==> config.mk <==
export PLATFORM = sky130hd
export DESIGN_NAME = la_top
export DESIGN_NICKNAME = d
export VERILOG_FILES = /design/src/rtl/la_core_pkg.sv /design/src/rtl/la_bus_pkg.sv /design/src/rtl/la_top.sv /design/src/rtl/reply_encoder.sv /design/src/rtl/sample_mem.sv /design/src/rtl/capture_ctrl.sv /design/src/rtl/trigger_unit.sv /design/src/rtl/la_regs.sv /design/src/rtl/cmd_decoder.sv
export SDC_FILE = /design/constraint.sdc
export NUM_CORES = 1
export LEC_CHECK = 0
export BUFFER_PORTS_ARGS = -buffer_cell sky130_fd_sc_hd__buf_4
export CORE_ASPECT_RATIO = 0.5
export CORE_UTILIZATION = 40
export CTS_BUF_LIST = sky130_fd_sc_hd__clkbuf_4 sky130_fd_sc_hd__clkbuf_8
export DETAILED_ROUTE_END_ITERATION = 8
export GPL_TIMING_DRIVEN = 0
export PLACE_DENSITY_LB_ADDON = 0.25
export SKIP_LAST_GASP = 1
export SYNTH_ARGS = -nofsm -noshare
export SYNTH_HDL_FRONTEND = slang
export SYNTH_SLANG_ARGS = --single-unit
==> constraint.sdc <==
create_clock -name clk -period 3.7 [get_ports clk]
set_input_delay 0.185 -clock clk [delete_from_list [all_inputs] [get_ports clk]]
set_output_delay 0.185 -clock clk [all_outputs]
set_load 0.01 [all_outputs]
==> src/rtl/la_core_pkg.sv <==
`default_nettype none

package la_core_pkg;

    localparam int SAMPLE_DEPTH = 64;
    localparam int SAMPLE_AW    = 6;
    // even word holds the value, odd word the strobe
    localparam int MEM_WORDS    = 2 * SAMPLE_DEPTH;
    localparam int PROBE_VW     = 16;

    typedef struct packed {
        logic                strobe;
        logic [PROBE_VW-1:0] value;
    } probe_t;

    typedef enum logic [3:0] {
        DISABLE,
        RISING,
        FALLING,
        CHANGING,
        GT,
        LT,
        GEQ,
        LEQ,
        EQ,
        NEQ
    } trig_op_e;

    typedef struct packed {
        trig_op_e            strobe_op;
        logic                strobe_arg;
        trig_op_e            value_op;
        logic [PROBE_VW-1:0] value_arg;
    } trig_cfg_t;

    typedef enum logic [2:0] {
        IDLE,
        FILL,
        ARMED,
        CAPTURING,
        DONE
    } cap_state_e;

endpackage

`default_nettype wire

==> src/rtl/la_bus_pkg.sv <==
`default_nettype none

package la_bus_pkg;

    localparam int BUS_AW = 16;
    localparam int BUS_DW = 16;

    // one register-bus transaction, rw high for a write
    typedef struct packed {
        logic [BUS_AW-1:0] addr;
        logic [BUS_DW-1:0] data;
        logic              rw;
        logic              valid;
    } bus_t;

    // ascii command protocol
    localparam logic [7:0] ASCII_CR       = 8'h0D;
    localparam logic [7:0] ASCII_LF       = 8'h0A;
    localparam logic [7:0] CMD_READ       = "R";
    localparam logic [7:0] CMD_WRITE      = "W";
    localparam logic [7:0] REPLY_PREAMBLE = "D";

    // register map
    localparam logic [BUS_AW-1:0] REG_STATE      = 16'd0;
    localparam logic [BUS_AW-1:0] REG_TRIG_LOC   = 16'd1;
    localparam logic [BUS_AW-1:0] REG_START      = 16'd2;
    localparam logic [BUS_AW-1:0] REG_STOP       = 16'd3;
    localparam logic [BUS_AW-1:0] REG_WPTR       = 16'd4;
    localparam logic [BUS_AW-1:0] REG_STROBE_OP  = 16'd5;
    localparam logic [BUS_AW-1:0] REG_STROBE_ARG = 16'd6;
    localparam logic [BUS_AW-1:0] REG_VALUE_OP   = 16'd7;
    localparam logic [BUS_AW-1:0] REG_VALUE_ARG  = 16'd8;
    localparam logic [BUS_AW-1:0] MEM_BASE       = 16'd16;

endpackage

`default_nettype wire
==> src/rtl/la_top.sv <==
`timescale 1ns/100ps
`default_nettype none

module la_top
    import la_bus_pkg::*;
    import la_core_pkg::*;
(
    input  logic       clk,
    input  logic       rst_i,
    input  logic       cmd_req_i,
    input  logic [7:0] cmd_data_i,
    output logic       cmd_ack_o,
    output logic       rsp_req_o,
    output logic [7:0] rsp_data_o,
    input  logic       rsp_ack_i,
    input  probe_t     probe_i
);

    // bus chain
    bus_t                 bus_dec;
    bus_t                 bus_regs;
    bus_t                 bus_mem;

    trig_cfg_t            trig_cfg;
    logic [SAMPLE_AW-1:0] trig_loc;
    logic [SAMPLE_AW-1:0] wptr;
    cap_state_e           cap_state;
    logic                 start_req;
    logic                 stop_req;
    logic                 trig;
    logic                 we;
    logic                 reply_busy;

    cmd_decoder i_cmd_decoder (
        .clk, .rst_i, .cmd_req_i, .cmd_data_i, .cmd_ack_o,
        .reply_busy_i(reply_busy),
        .bus_o(bus_dec)
    );

    la_regs i_la_regs (
        .clk, .rst_i,
        .bus_i(bus_dec), .bus_o(bus_regs),
        .cap_state_i(cap_state), .wptr_i(wptr),
        .trig_cfg_o(trig_cfg), .trig_loc_o(trig_loc),
        .start_req_o(start_req), .stop_req_o(stop_req)
    );

    trigger_unit i_trigger_unit (
        .clk, .rst_i, .probe_i,
        .trig_cfg_i(trig_cfg),
        .trig_o(trig)
    );

    capture_ctrl i_capture_ctrl (
        .clk, .rst_i,
        .start_req_i(start_req), .stop_req_i(stop_req),
        .trig_i(trig), .trig_loc_i(trig_loc),
        .state_o(cap_state), .wptr_o(wptr), .we_o(we)
    );

    sample_mem i_sample_mem (
        .clk, .rst_i, .probe_i,
        .we_i(we), .waddr_i(wptr),
        .bus_i(bus_regs), .bus_o(bus_mem)
    );

    reply_encoder i_reply_encoder (
        .clk, .rst_i,
        .bus_i(bus_mem),
        .rsp_req_o, .rsp_data_o, .rsp_ack_i,
        .reply_busy_o(reply_busy)
    );

endmodule

`default_nettype wire

==> src/rtl/reply_encoder.sv <==
`timescale 1ns/100ps
`default_nettype none

module reply_encoder
    import la_bus_pkg::*;
(
    input  logic       clk,
    input  logic       rst_i,
    input  bus_t       bus_i,
    output logic       rsp_req_o,
    output logic [7:0] rsp_data_o,
    input  logic       rsp_ack_i,
    output logic       reply_busy_o
);

    logic [BUS_DW-1:0] word;
    logic [2:0]        byte_idx;

    // nibble to uppercase ascii
    function automatic logic [7:0] to_hex(input logic [3:0] n);
        return {4'h0, n} + ((n < 4'd10) ? 8'h30 : 8'h37);
    endfunction

    always_comb begin
        case (byte_idx)
            3'd0:    rsp_data_o = REPLY_PREAMBLE;
            3'd1:    rsp_data_o = to_hex(word[15:12]);
            3'd2:    rsp_data_o = to_hex(word[11:8]);
            3'd3:    rsp_data_o = to_hex(word[7:4]);
            3'd4:    rsp_data_o = to_hex(word[3:0]);
            3'd5:    rsp_data_o = ASCII_CR;
            default: rsp_data_o = ASCII_LF;
        endcase
    end

    always_ff @(posedge clk) begin
        if (rst_i) begin
            rsp_req_o    <= 1'b0;
            reply_busy_o <= 1'b0;
            byte_idx     <= '0;
        end else if (!reply_busy_o) begin
            if (bus_i.valid && !bus_i.rw) begin
                word         <= bus_i.data;
                byte_idx     <= '0;
                reply_busy_o <= 1'b1;
                rsp_req_o    <= 1'b1;
            end
        end else if (rsp_req_o) begin
            if (rsp_ack_i) begin
                rsp_req_o <= 1'b0;
            end
        end else if (!rsp_ack_i) begin
            // handshake closed, move on or finish after LF
            if (byte_idx == 3'd6) begin
                reply_busy_o <= 1'b0;
            end else begin
                byte_idx  <= byte_idx + 3'd1;
                rsp_req_o <= 1'b1;
            end
        end
    end

    assert property (@(posedge clk) disable iff (rst_i)
        (rsp_req_o && $past(rsp_req_o)) |-> $stable(rsp_data_o));

endmodule

`default_nettype wire

==> src/rtl/sample_mem.sv <==
`timescale 1ns/100ps
`default_nettype none

module sample_mem
    import la_bus_pkg::*;
    import la_core_pkg::*;
(
    input  logic                 clk,
    input  logic                 rst_i,
    input  probe_t               probe_i,
    input  logic                 we_i,
    input  logic [SAMPLE_AW-1:0] waddr_i,
    input  bus_t                 bus_i,
    output bus_t                 bus_o
);

    probe_t            mem [SAMPLE_DEPTH];
    bus_t              pipe [2];
    logic              hit_q [2];
    logic              sel_q [2];
    probe_t            rd_q [2];
    logic [BUS_AW-1:0] offset;

    // addresses below MEM_BASE wrap to large offsets
    assign offset = bus_i.addr - MEM_BASE;

    always_ff @(posedge clk) begin
        if (we_i) begin
            mem[waddr_i] <= probe_i;
        end
    end

    always_ff @(posedge clk) begin
        if (rst_i) begin
            pipe[0].valid <= 1'b0;
            pipe[1].valid <= 1'b0;
            bus_o.valid   <= 1'b0;
            hit_q[0]      <= 1'b0;
            hit_q[1]      <= 1'b0;
        end else begin
            pipe[0]  <= bus_i;
            pipe[1]  <= pipe[0];
            bus_o    <= pipe[1];
            hit_q[0] <= bus_i.valid && !bus_i.rw && (offset < MEM_WORDS);
            hit_q[1] <= hit_q[0];
            if (hit_q[1]) begin
                bus_o.data <= sel_q[1] ? BUS_DW'(rd_q[1].strobe) : rd_q[1].value;
            end
        end
    end

    // read data follows the transaction down the pipe
    always_ff @(posedge clk) begin
        rd_q[0]  <= mem[offset[SAMPLE_AW:1]];
        sel_q[0] <= offset[0];
        rd_q[1]  <= rd_q[0];
        sel_q[1] <= sel_q[0];
    end

endmodule

`default_nettype wire

==> src/rtl/capture_ctrl.sv <==
`timescale 1ns/100ps
`default_nettype none

module capture_ctrl
    import la_core_pkg::*;
(
    input  logic                 clk,
    input  logic                 rst_i,
    input  logic                 start_req_i,
    input  logic                 stop_req_i,
    input  logic                 trig_i,
    input  logic [SAMPLE_AW-1:0] trig_loc_i,
    output cap_state_e           state_o,
    output logic [SAMPLE_AW-1:0] wptr_o,
    output logic                 we_o
);

    logic [SAMPLE_AW-1:0] rptr;
    logic                 start_q;
    logic                 stop_q;

    always_ff @(posedge clk) begin
        if (rst_i) begin
            state_o <= IDLE;
            wptr_o  <= '0;
            rptr    <= '0;
            we_o    <= 1'b0;
            start_q <= 1'b0;
            stop_q  <= 1'b0;
        end else begin
            start_q <= start_req_i;
            stop_q  <= stop_req_i;
            case (state_o)
                IDLE: begin
                    wptr_o <= '0;
                    rptr   <= '0;
                    if (start_req_i && !start_q) begin
                        state_o <= FILL;
                        we_o    <= 1'b1;
                    end
                end
                FILL: begin
                    wptr_o <= wptr_o + 1'b1;
                    if (wptr_o == trig_loc_i) begin
                        state_o <= trig_i ? CAPTURING : ARMED;
                    end
                end
                // pre-trigger window slides around the buffer
                ARMED: begin
                    wptr_o <= wptr_o + 1'b1;
                    rptr   <= rptr + 1'b1;
                    if (trig_i) begin
                        state_o <= CAPTURING;
                    end
                end
                // stop with wptr on the oldest sample
                CAPTURING: begin
                    wptr_o <= wptr_o + 1'b1;
                    if (wptr_o + 1'b1 == rptr) begin
                        we_o    <= 1'b0;
                        state_o <= DONE;
                    end
                end
                default: begin
                end
            endcase
            if (stop_req_i && !stop_q) begin
                state_o <= IDLE;
                we_o    <= 1'b0;
            end
        end
    end

    assert property (@(posedge clk) disable iff (rst_i)
        (state_o inside {IDLE, DONE}) |-> !we_o);

endmodule

`default_nettype wire

==> src/rtl/trigger_unit.sv <==
`timescale 1ns/100ps
`default_nettype none

module trigger_unit
    import la_core_pkg::*;
(
    input  logic      clk,
    input  logic      rst_i,
    input  probe_t    probe_i,
    input  trig_cfg_t trig_cfg_i,
    output logic      trig_o
);

    probe_t probe_prev;
    logic   strobe_hit;
    logic   value_hit;

    // edge ops look at the previous sample, compare ops at arg
    function automatic logic eval_op(input trig_op_e op, input logic [PROBE_VW-1:0] cur,
                                     input logic [PROBE_VW-1:0] prev,
                                     input logic [PROBE_VW-1:0] arg);
        case (op)
            RISING:   return cur > prev;
            FALLING:  return cur < prev;
            CHANGING: return cur != prev;
            GT:       return cur > arg;
            LT:       return cur < arg;
            GEQ:      return cur >= arg;
            LEQ:      return cur <= arg;
            EQ:       return cur == arg;
            NEQ:      return cur != arg;
            default:  return 1'b0;
        endcase
    endfunction

    always_ff @(posedge clk) begin
        if (rst_i) begin
            probe_prev <= '0;
        end else begin
            probe_prev <= probe_i;
        end
    end

    // strobe widened so one compare serves both probes
    assign strobe_hit = eval_op(trig_cfg_i.strobe_op, PROBE_VW'(probe_i.strobe),
                                PROBE_VW'(probe_prev.strobe), PROBE_VW'(trig_cfg_i.strobe_arg));
    assign value_hit  = eval_op(trig_cfg_i.value_op, probe_i.value, probe_prev.value,
                                trig_cfg_i.value_arg);
    assign trig_o     = strobe_hit || value_hit;

endmodule

`default_nettype wire

==> src/rtl/la_regs.sv <==
`timescale 1ns/100ps
`default_nettype none

module la_regs
    import la_bus_pkg::*;
    import la_core_pkg::*;
(
    input  logic                 clk,
    input  logic                 rst_i,
    input  bus_t                 bus_i,
    output bus_t                 bus_o,
    input  cap_state_e           cap_state_i,
    input  logic [SAMPLE_AW-1:0] wptr_i,
    output trig_cfg_t            trig_cfg_o,
    output logic [SAMPLE_AW-1:0] trig_loc_o,
    output logic                 start_req_o,
    output logic                 stop_req_o
);

    logic [BUS_DW-1:0] rdata;
    logic              hit;

    // read mux over the register map
    always_comb begin
        hit   = 1'b1;
        rdata = '0;
        case (bus_i.addr)
            REG_STATE:      rdata = BUS_DW'(cap_state_i);
            REG_TRIG_LOC:   rdata = BUS_DW'(trig_loc_o);
            REG_START:      rdata = BUS_DW'(start_req_o);
            REG_STOP:       rdata = BUS_DW'(stop_req_o);
            REG_WPTR:       rdata = BUS_DW'(wptr_i);
            REG_STROBE_OP:  rdata = BUS_DW'(trig_cfg_o.strobe_op);
            REG_STROBE_ARG: rdata = BUS_DW'(trig_cfg_o.strobe_arg);
            REG_VALUE_OP:   rdata = BUS_DW'(trig_cfg_o.value_op);
            REG_VALUE_ARG:  rdata = BUS_DW'(trig_cfg_o.value_arg);
            default:        hit = 1'b0;
        endcase
    end

    always_ff @(posedge clk) begin
        if (rst_i) begin
            bus_o.valid <= 1'b0;
            trig_cfg_o  <= '0;
            trig_loc_o  <= '0;
            start_req_o <= 1'b0;
            stop_req_o  <= 1'b0;
        end else begin
            bus_o <= bus_i;
            if (bus_i.valid && !bus_i.rw && hit) begin
                bus_o.data <= rdata;
            end
            // writes are truncated to the register width
            if (bus_i.valid && bus_i.rw) begin
                case (bus_i.addr)
                    REG_TRIG_LOC:   trig_loc_o <= bus_i.data[SAMPLE_AW-1:0];
                    REG_START:      start_req_o <= bus_i.data[0];
                    REG_STOP:       stop_req_o <= bus_i.data[0];
                    REG_STROBE_OP:  trig_cfg_o.strobe_op <= trig_op_e'(bus_i.data[3:0]);
                    REG_STROBE_ARG: trig_cfg_o.strobe_arg <= bus_i.data[0];
                    REG_VALUE_OP:   trig_cfg_o.value_op <= trig_op_e'(bus_i.data[3:0]);
                    REG_VALUE_ARG:  trig_cfg_o.value_arg <= bus_i.data[PROBE_VW-1:0];
                    default: begin
                    end
                endcase
            end
        end
    end

endmodule

`default_nettype wire

==> src/rtl/cmd_decoder.sv <==
`timescale 1ns/100ps
`default_nettype none

module cmd_decoder
    import la_bus_pkg::*;
(
    input  logic       clk,
    input  logic       rst_i,
    input  logic       cmd_req_i,
    input  logic [7:0] cmd_data_i,
    output logic       cmd_ack_o,
    input  logic       reply_busy_i,
    output bus_t       bus_o
);

    typedef enum logic [1:0] {IDLE, READ, WRITE} dec_state_e;

    dec_state_e  state;
    logic [3:0]  byte_cnt;
    logic [31:0] digits;
    logic        take;
    logic        is_term;
    logic        last_byte;

    // uppercase hex only
    function automatic logic is_hex(input logic [7:0] c);
        return ((c >= "0") && (c <= "9")) || ((c >= "A") && (c <= "F"));
    endfunction

    function automatic logic [3:0] hex_val(input logic [7:0] c);
        logic [7:0] v;
        v = (c <= "9") ? (c - 8'h30) : (c - 8'h37);
        return v[3:0];
    endfunction

    // new byte accepted in the cycle ack rises
    assign take      = cmd_req_i && !cmd_ack_o && !reply_busy_i;
    assign is_term   = (cmd_data_i == ASCII_CR) || (cmd_data_i == ASCII_LF);
    assign last_byte = ((state == READ) && (byte_cnt == 4'd4)) ||
                       ((state == WRITE) && (byte_cnt == 4'd8));

    always_ff @(posedge clk) begin
        if (rst_i) begin
            cmd_ack_o   <= 1'b0;
            state       <= IDLE;
            byte_cnt    <= '0;
            bus_o.valid <= 1'b0;
        end else begin
            bus_o.valid <= 1'b0;
            if (take) begin
                cmd_ack_o <= 1'b1;
            end else if (!cmd_req_i) begin
                cmd_ack_o <= 1'b0;
            end

            if (take) begin
                if (state == IDLE) begin
                    byte_cnt <= '0;
                    if (cmd_data_i == CMD_READ) begin
                        state <= READ;
                    end else if (cmd_data_i == CMD_WRITE) begin
                        state <= WRITE;
                    end
                end else if (last_byte) begin
                    state <= IDLE;
                    if (is_term) begin
                        bus_o.valid <= 1'b1;
                        bus_o.rw    <= (state == WRITE);
                        bus_o.addr  <= (state == WRITE) ? digits[31:16] : digits[15:0];
                        bus_o.data  <= (state == WRITE) ? digits[15:0] : '0;
                    end
                end else if (is_hex(cmd_data_i)) begin
                    digits   <= {digits[27:0], hex_val(cmd_data_i)};
                    byte_cnt <= byte_cnt + 4'd1;
                end else begin
                    // malformed digit, drop the command
                    state <= IDLE;
                end
            end
        end
    end

    // commands are separated by several handshakes
    assert property (@(posedge clk) disable iff (rst_i) bus_o.valid |=> !bus_o.valid);

endmodule

`default_nettype wire

==> results.cfg, run 1 <==
[outcome]
status = finished clean

[routing]
wl_per_cell_um = 26.3
viasPerCell = 5.51
routed_wl_mm = 133
drtIter0Drc = 2895
drcViolationCount = 0
firstDrtPassIters = 5
ant_nets = 0
vias = 27800

[synth]
syn_area_um2 = 54100
synth_area_per_cell_um2 = 19.5
syn_nets = 2860
synth_ff_type = edfxtp_1
postSynthCellCount = 2768
seq_area_frac_synth = 0.741
async_flop_share = 0
synth-edff-count = 1253
synth_cell_types = 71
ys_ff_latch = 1376
yosysWarnings = 0

[timing]
clock_skew_ps = 66.1
slew_headroom = 0.183
report.final.hold_viol_count = 0
rsz0062_at_grt = false
finalSetupViolCount = 0
finalMaxSlewViolations = 0
finalWorstSetupSlack_ps = 10.8
fin_crit_ps = 3690
fin_hold_ws_ps = 122
fin_crit_sh = 0.997
finalSetupTns_ps = 0
worstMarginPinSlew_ps = 1220
fmax_mhz = 271

[global_route]
antenna_found_initial = 6
grt_pass1_vias = 28000
globalRouteMet2Util = 0.313
use_met1 = 0.277
grt_busiest_layer = met2
grt_pass1_wl_mm = 193
grt_max_degree = 68
grt-ovfl-total = 0
grt_usage = 0.197
grt_use_met3 = 0.0386

[finish]
stdcell_count = 5052
final_cell_area_um2 = 62400
nNetsFinal = 3196
drive_gt1_frac = 0.284
area_growth_pct = 15.3
fin_util = 0.470
nFillCells = 11000

[die]
initial_utilization = 0.407
io_pins = 39
core_area_um2 = 133000
die_h_um = 262
die_x_um = 522
rows = 94
die_area_um2 = 137000

[setup_path]
crit_family = multiplexers
reg2reg_slack_ps = 10
worstSetupPathType = reg -> reg
cp_slowest_cell = mux4_2
arrival_ps = 4410
end_kind = flop
cp-start-kind = flop
crit_required_ps = 4420
path_cells = clkbuf_2 -> clkbuf_2 -> clkbuf_2 -> mux4_2 -> mux4_2 -> mux4_2
crit_path_max_fanout = 10
crit_buf_inv = 3
max_stage_delay_ps = 630

[place]
dpl.hpwl_mm = 87.6
io_buffers = 35
dp_cells = 4649
placedInstanceArea_um2 = 57800
place_ws_ps = -856
place_congestion = 0.856

[clocking]
clkTransAtPathRegs_ps = 70
clock-sinks = 1376
clk_path_buf_depth = 3
clkLatencyLatePin_ps = 920
cts_tree = yes
cts_inserted_buffers = 195
htree_levels = 4
cts_root_buf = clkbuf_8

[power]
p_total_mw = 30.6
power_density_nw_per_um2 = 490
p_leak_nw = 19.9
vdd_drop_max_mv = 0.316

[min_path]
hp-class = in -> reg

[job]
cap_violations = 0
## sequential cells by signal, indices dropped and copies added (netlist names), 2 cells and up
signal and cells:
i_sample_mem.rd_q 34, i_cmd_decoder.bus_o 34, i_cmd_decoder.digits 32, i_trigger_unit.probe_prev 17, i_sample_mem.bus_o 18, i_sample_mem.pipe 36, i_sample_mem.sel_q 2, i_capture_ctrl.state_o 3
i_la_regs.trig_loc_o 6, i_cmd_decoder.state 2, i_capture_ctrl.wptr_o 6, i_sample_mem.mem 1088, i_la_regs.bus_o 34, i_reply_encoder.byte_idx 3, i_la_regs.trig_cfg_o 25, i_cmd_decoder.byte_cnt 4
i_capture_ctrl.rptr 6, i_reply_encoder.word 16, i_sample_mem.hit_q 2
## cell families after synthesis
kind of cell	count (synthesis)	share of synthesized area
DFF	1376	0.741
buffers and inverters	210	0.0156
muxes	400	0.157
other	1	0.0000693
and+or+nand+nor	484	0.0440
AOI/OAI and AO/OA	212	0.0237
adders and majority gates	63	0.0147
xor gates and xnor gates	22	0.00356
## area by class of cell
cell class	instances	area, um^2	share of cell area
Sequential cell	1376	40100	0.643
Multi-Input combinational cell	1182	13300	0.214
Clock buffer	274	3400	0.0544
Tap cell	1776	2220	0.0356
Timing Repair Buffer	141	1700	0.0272
Clock inverter	91	724	0.0116
Buffer	131	613	0.00983
Inverter	77	292	0.00467
Antenna cell	4	10.0	0.000160
## routing by layer
metal	part of all wire	routed length [um]	vias to the layer above
li1	-	-	11900
met4	0.023	3010	0
met3	0.071	9450	212
met5	0	0	-
met1	0.44	58000	14800
met2	0.47	62400	970
## worst paths after layout
check	start	to	cells past startpoint
max	i_la_regs.bus_o[20]$_DFFE_PN_	i_sample_mem.rd_q[0][10]$_DFF_P_	6
min	cmd_req_i	i_cmd_decoder.cmd_ack_o$_SDFFE_PP0P_	3
max reg2reg	i_la_regs.bus_o[20]$_DFFE_PN_	i_sample_mem.rd_q[0][10]$_DFF_P_	6
min reg2reg	i_sample_mem.rd_q[0][12]$_DFF_P_	i_sample_mem.rd_q[0][29]$_DFF_P_	0
## where the power goes
group          total (mW)  leakage (nW)  internal (mW)  switching (mW)
combinational        1.03          5.33          0.353           0.673
clock                12.5          2.17           6.66            5.85
sequential           17.1          12.4           17.0          0.0388
total                30.6          19.9           24.0            6.56
## synthesized netlist by cell type (all sizes together) (3+ instances only)
library cell / number / area (um^2)
edfxtp: 1253 / 37600
mux4: 357 / 8040
nor2: 140 / 526
nand2: 131 / 492
dfxtp: 123 / 2460
clkbuf: 95 / 357
inv: 77 / 289
a21oi: 71 / 359
nor2b: 70 / 438
o21ai: 65 / 325
ha: 62 / 776
buf: 38 / 199
nand3: 27 / 135
nor3: 27 / 150
mux2i: 23 / 230
mux2: 20 / 225
and2: 16 / 100
xnor2: 13 / 114
nand4: 11 / 68.8
nor4: 11 / 75.1
a211oi: 10 / 75.1
a31oi: 10 / 62.6
o21a: 9 / 67.6
xor2: 9 / 78.8
a21o: 8 / 60.1
nand2b: 8 / 50.1
nor3b: 8 / 60.1
nand3b: 6 / 45.0
a22o: 4 / 35.0
a32oi: 4 / 35.0
or2: 4 / 25.0
or4: 4 / 30.0
a22oi: 3 / 22.5
and3: 3 / 18.8
nand4b: 3 / 26.3
nand4bb: 3 / 33.8
o22ai: 3 / 18.8
or4b: 3 / 30.0
## what timing repair did
item | CTS | global route
setup endpoints to repair | 18 | 15
resized for setup | 28 | 3
hold endpoints to repair | 1132 | 0
hold buffers | 35 | 0
setup buffers | 0 | 1
pin swaps | 0 | 0
## placed cells by master, fill, tap and decap left out, types with 20 or more instances in the layout
cell / count
nand2_1: 131
clkbuf_1: 81
clkbuf_8: 214
mux4_2: 357
o21ai_0: 44
edfxtp_1: 1253
buf_8: 53
clkbuf_4: 61
a21oi_1: 70
clkinv_1: 44
dfxtp_1: 123
mux2_2: 20
ha_1: 62
inv_1: 76
nand3_1: 27
nor2_1: 79
buf_4: 48
nor2b_1: 69
mux2i_1: 23
clkinv_2: 26
nor2_2: 61
nor3_1: 21
dlygate4sd3_1: 35
o21ai_1: 21
## tightest hold or removal path, delay by kind of cell
kind | cells | cell delay (ps)
AND/OR/NAND/NOR | 1 | 130
buffers and inverters | 2 | 640
No activity file was read; power rests on OpenSTA's default activity.
==> run 2: changes to the inputs <==
Settings changed: CORE_MARGIN set to 2, HOLD_SLACK_MARGIN set to 0.06.
Clock period 3.7 ns to 3.8 ns, I/O delays scaled along.
==> run 2 against run 1 <==
Compared with the run above:
- via count rose by 0.39%
- clock skew decreased by 24 ps
- design area about the same
- flip-flop and latch count unchanged
- utilization down 0.53 points
- worst hold slack better by 82 ps
- highest routed layer is now met5
==> results.cfg, run 2 (same netlist as run 1, synthesis figures left out) <==
[routing]
viasPerCell = 5.52
route.met3.wl_mm = 10.8
drtIter0Drc = 3229
top_layer_used = met5
vias = 27900
firstDrtPassIters = 5
drcViolationCount = 0
routed_wl_mm = 133
met2_length_mm = 61.8
wl_per_cell_um = 26.4
wl_met1_mm = 57.6
ant_nets = 0

[die]
rows = 95
die_h_um = 264
die_area_um2 = 138000
die_x_um = 524
io_pins = 39
core_area_um2 = 134000
initial_utilization = 0.403

[timing]
report.final.hold_viol_count = 0
clock_skew_ps = 41.8
rsz0062_at_grt = false
worstMarginPinSlew_ps = 1170
finalMaxSlewViolations = 0
fmax_mhz = 268
fin_crit_sh = 0.982
finalSetupViolCount = 0
fin_crit_ps = 3730
slew_headroom = 0.219
fin_hold_ws_ps = 205

[clocking]
cts_root_buf = clkbuf_8
clkTransAtPathRegs_ps = 60
htree_levels = 4
cts_inserted_buffers = 194
cts_tree = yes
clkLatencyLatePin_ps = 910
clock-sinks = 1376
clk_path_buf_depth = 3

[setup_path]
worstSetupPathType = reg -> reg
end_kind = flop
cp-start-kind = flop
crit_path_max_fanout = 10
timing.rr.start = i_la_regs.bus_o[21]$_DFFE_PN_
reg2reg_depth = 5
r2r-end = i_sample_mem.rd_q[0][10]$_DFF_P_
reg2reg_slack_ps = 70
arrival_ps = 4440
crit_required_ps = 4510

[finish]
largest_reg_flops = 1088
final_cell_mix = edfxtp_1, mux4_2, clkbuf_8, nand2_1, dfxtp_1
stdcell_count = 5058
regMostFlops = i_sample_mem.mem
final_common_cell = edfxtp_1
nNetsFinal = 3200
area_growth_pct = 15.2
top_regs = i_sample_mem.mem x1088, i_sample_mem.pipe x36
drive_gt1_frac = 0.286

[global_route]
grt-ovfl-total = 0
grt_pass1_wl_mm = 194
antenna_found_initial = 11
grt_max_degree = 68
grt_usage = 0.195
grt_pass1_vias = 28100

[min_path]
hold_depth = 4
hp-class = in -> reg
hp-start = rsp_ack_i
min_to = i_reply_encoder.reply_busy_o$_SDFF_PP0_

[place]
io_buffers = 35
place_congestion = 0.821
dpl.hpwl_mm = 88.2
dp_cells = 4669

[power]
p_leak_nw = 19.9
power_density_nw_per_um2 = 470
vdd_drop_max_mv = 0.259

[outcome]
status = finished clean

[job]
cap_violations = 0
-- run 2: power breakdown --
part	internal, mW	leakage (nW)	switching (mW)	total, mW
sequential	16.6	12.4	0.0334	16.6
combinational	0.344	5.39	0.663	1.01
clock	6.08	2.08	5.62	11.7
-- run 2: per-stage QoR --
stage / utilization / power, mW / setup slack [ps] / TNS (ps) / area, um^2
global route: 0.464 / 30.3 / 22.7 / 0 / 62300
finish: 0.464 / 29.3 / 69.0 / 0 / 62300
floorplan: - / 17.4 / 144 / 0 / 54100
CTS: 0.464 / 29.6 / -6.95 / -6.95 / 62300
global placement: 0.422 / 17.9 / -1540 / -117010 / 56600
detailed placement: 0.432 / 17.9 / -917 / -13680 / 58000
-- run 2: metal layers --
layer,GRT usage,vias to the layer above
li1,-,11900
met1,0.282,14700
met2,0.299,1133
met3,0.0394,175
met4,0.0601,2
met5,0,-
-- run 2: worst max-delay path by stage --
stage	from	to	slack (ps)
after CTS	i_la_regs.bus_o[20]$_DFFE_PN_	i_sample_mem.rd_q[0][10]$_DFF_P_	-7
after detailed placement	i_la_regs.bus_o[20]$_DFFE_PN_	i_sample_mem.rd_q[0][10]$_DFF_P_	-920
after floorplan	i_reply_encoder.reply_busy_o$_SDFF_PP0_	i_cmd_decoder.bus_o[10]$_SDFFCE_PN0P_	140
after global placement	i_la_regs.bus_o[22]$_DFFE_PN_	i_sample_mem.rd_q[0][10]$_DFF_P_	-1540
after global routing	i_reply_encoder.word[7]$_DFFE_PP_	rsp_data_o[4]	20
final	i_la_regs.bus_o[21]$_DFFE_PN_	i_sample_mem.rd_q[0][10]$_DFF_P_	70
-- run 2: critical path: stages, from the launching register on --
cell      delay [ps]
edfxtp_1         340
clkbuf_1         530
clkbuf_1         760
clkbuf_1         780
mux4_2           490
mux4_2           630
-- run 2: area by class of cell --
cell class	instances	area (um^2)
Antenna cell	2	5.00
Inverter	77	292
Multi-Input combinational cell	1182	13300
Tap cell	1794	2240
Fill cell	11200	71900
Clock inverter	58	385
Buffer	132	603
Timing Repair Buffer	145	1850
Clock buffer	292	3520
Sequential cell	1376	40100
-- run 2: what timing repair did --
item,in CTS,in global routing
pin swaps,0,0
endpoints found under the hold margin,1176,0
endpoints found under the setup margin,17,9
resized for setup,19,10
setup buffers,1,0
cloned,0,0
hold buffers,36,0
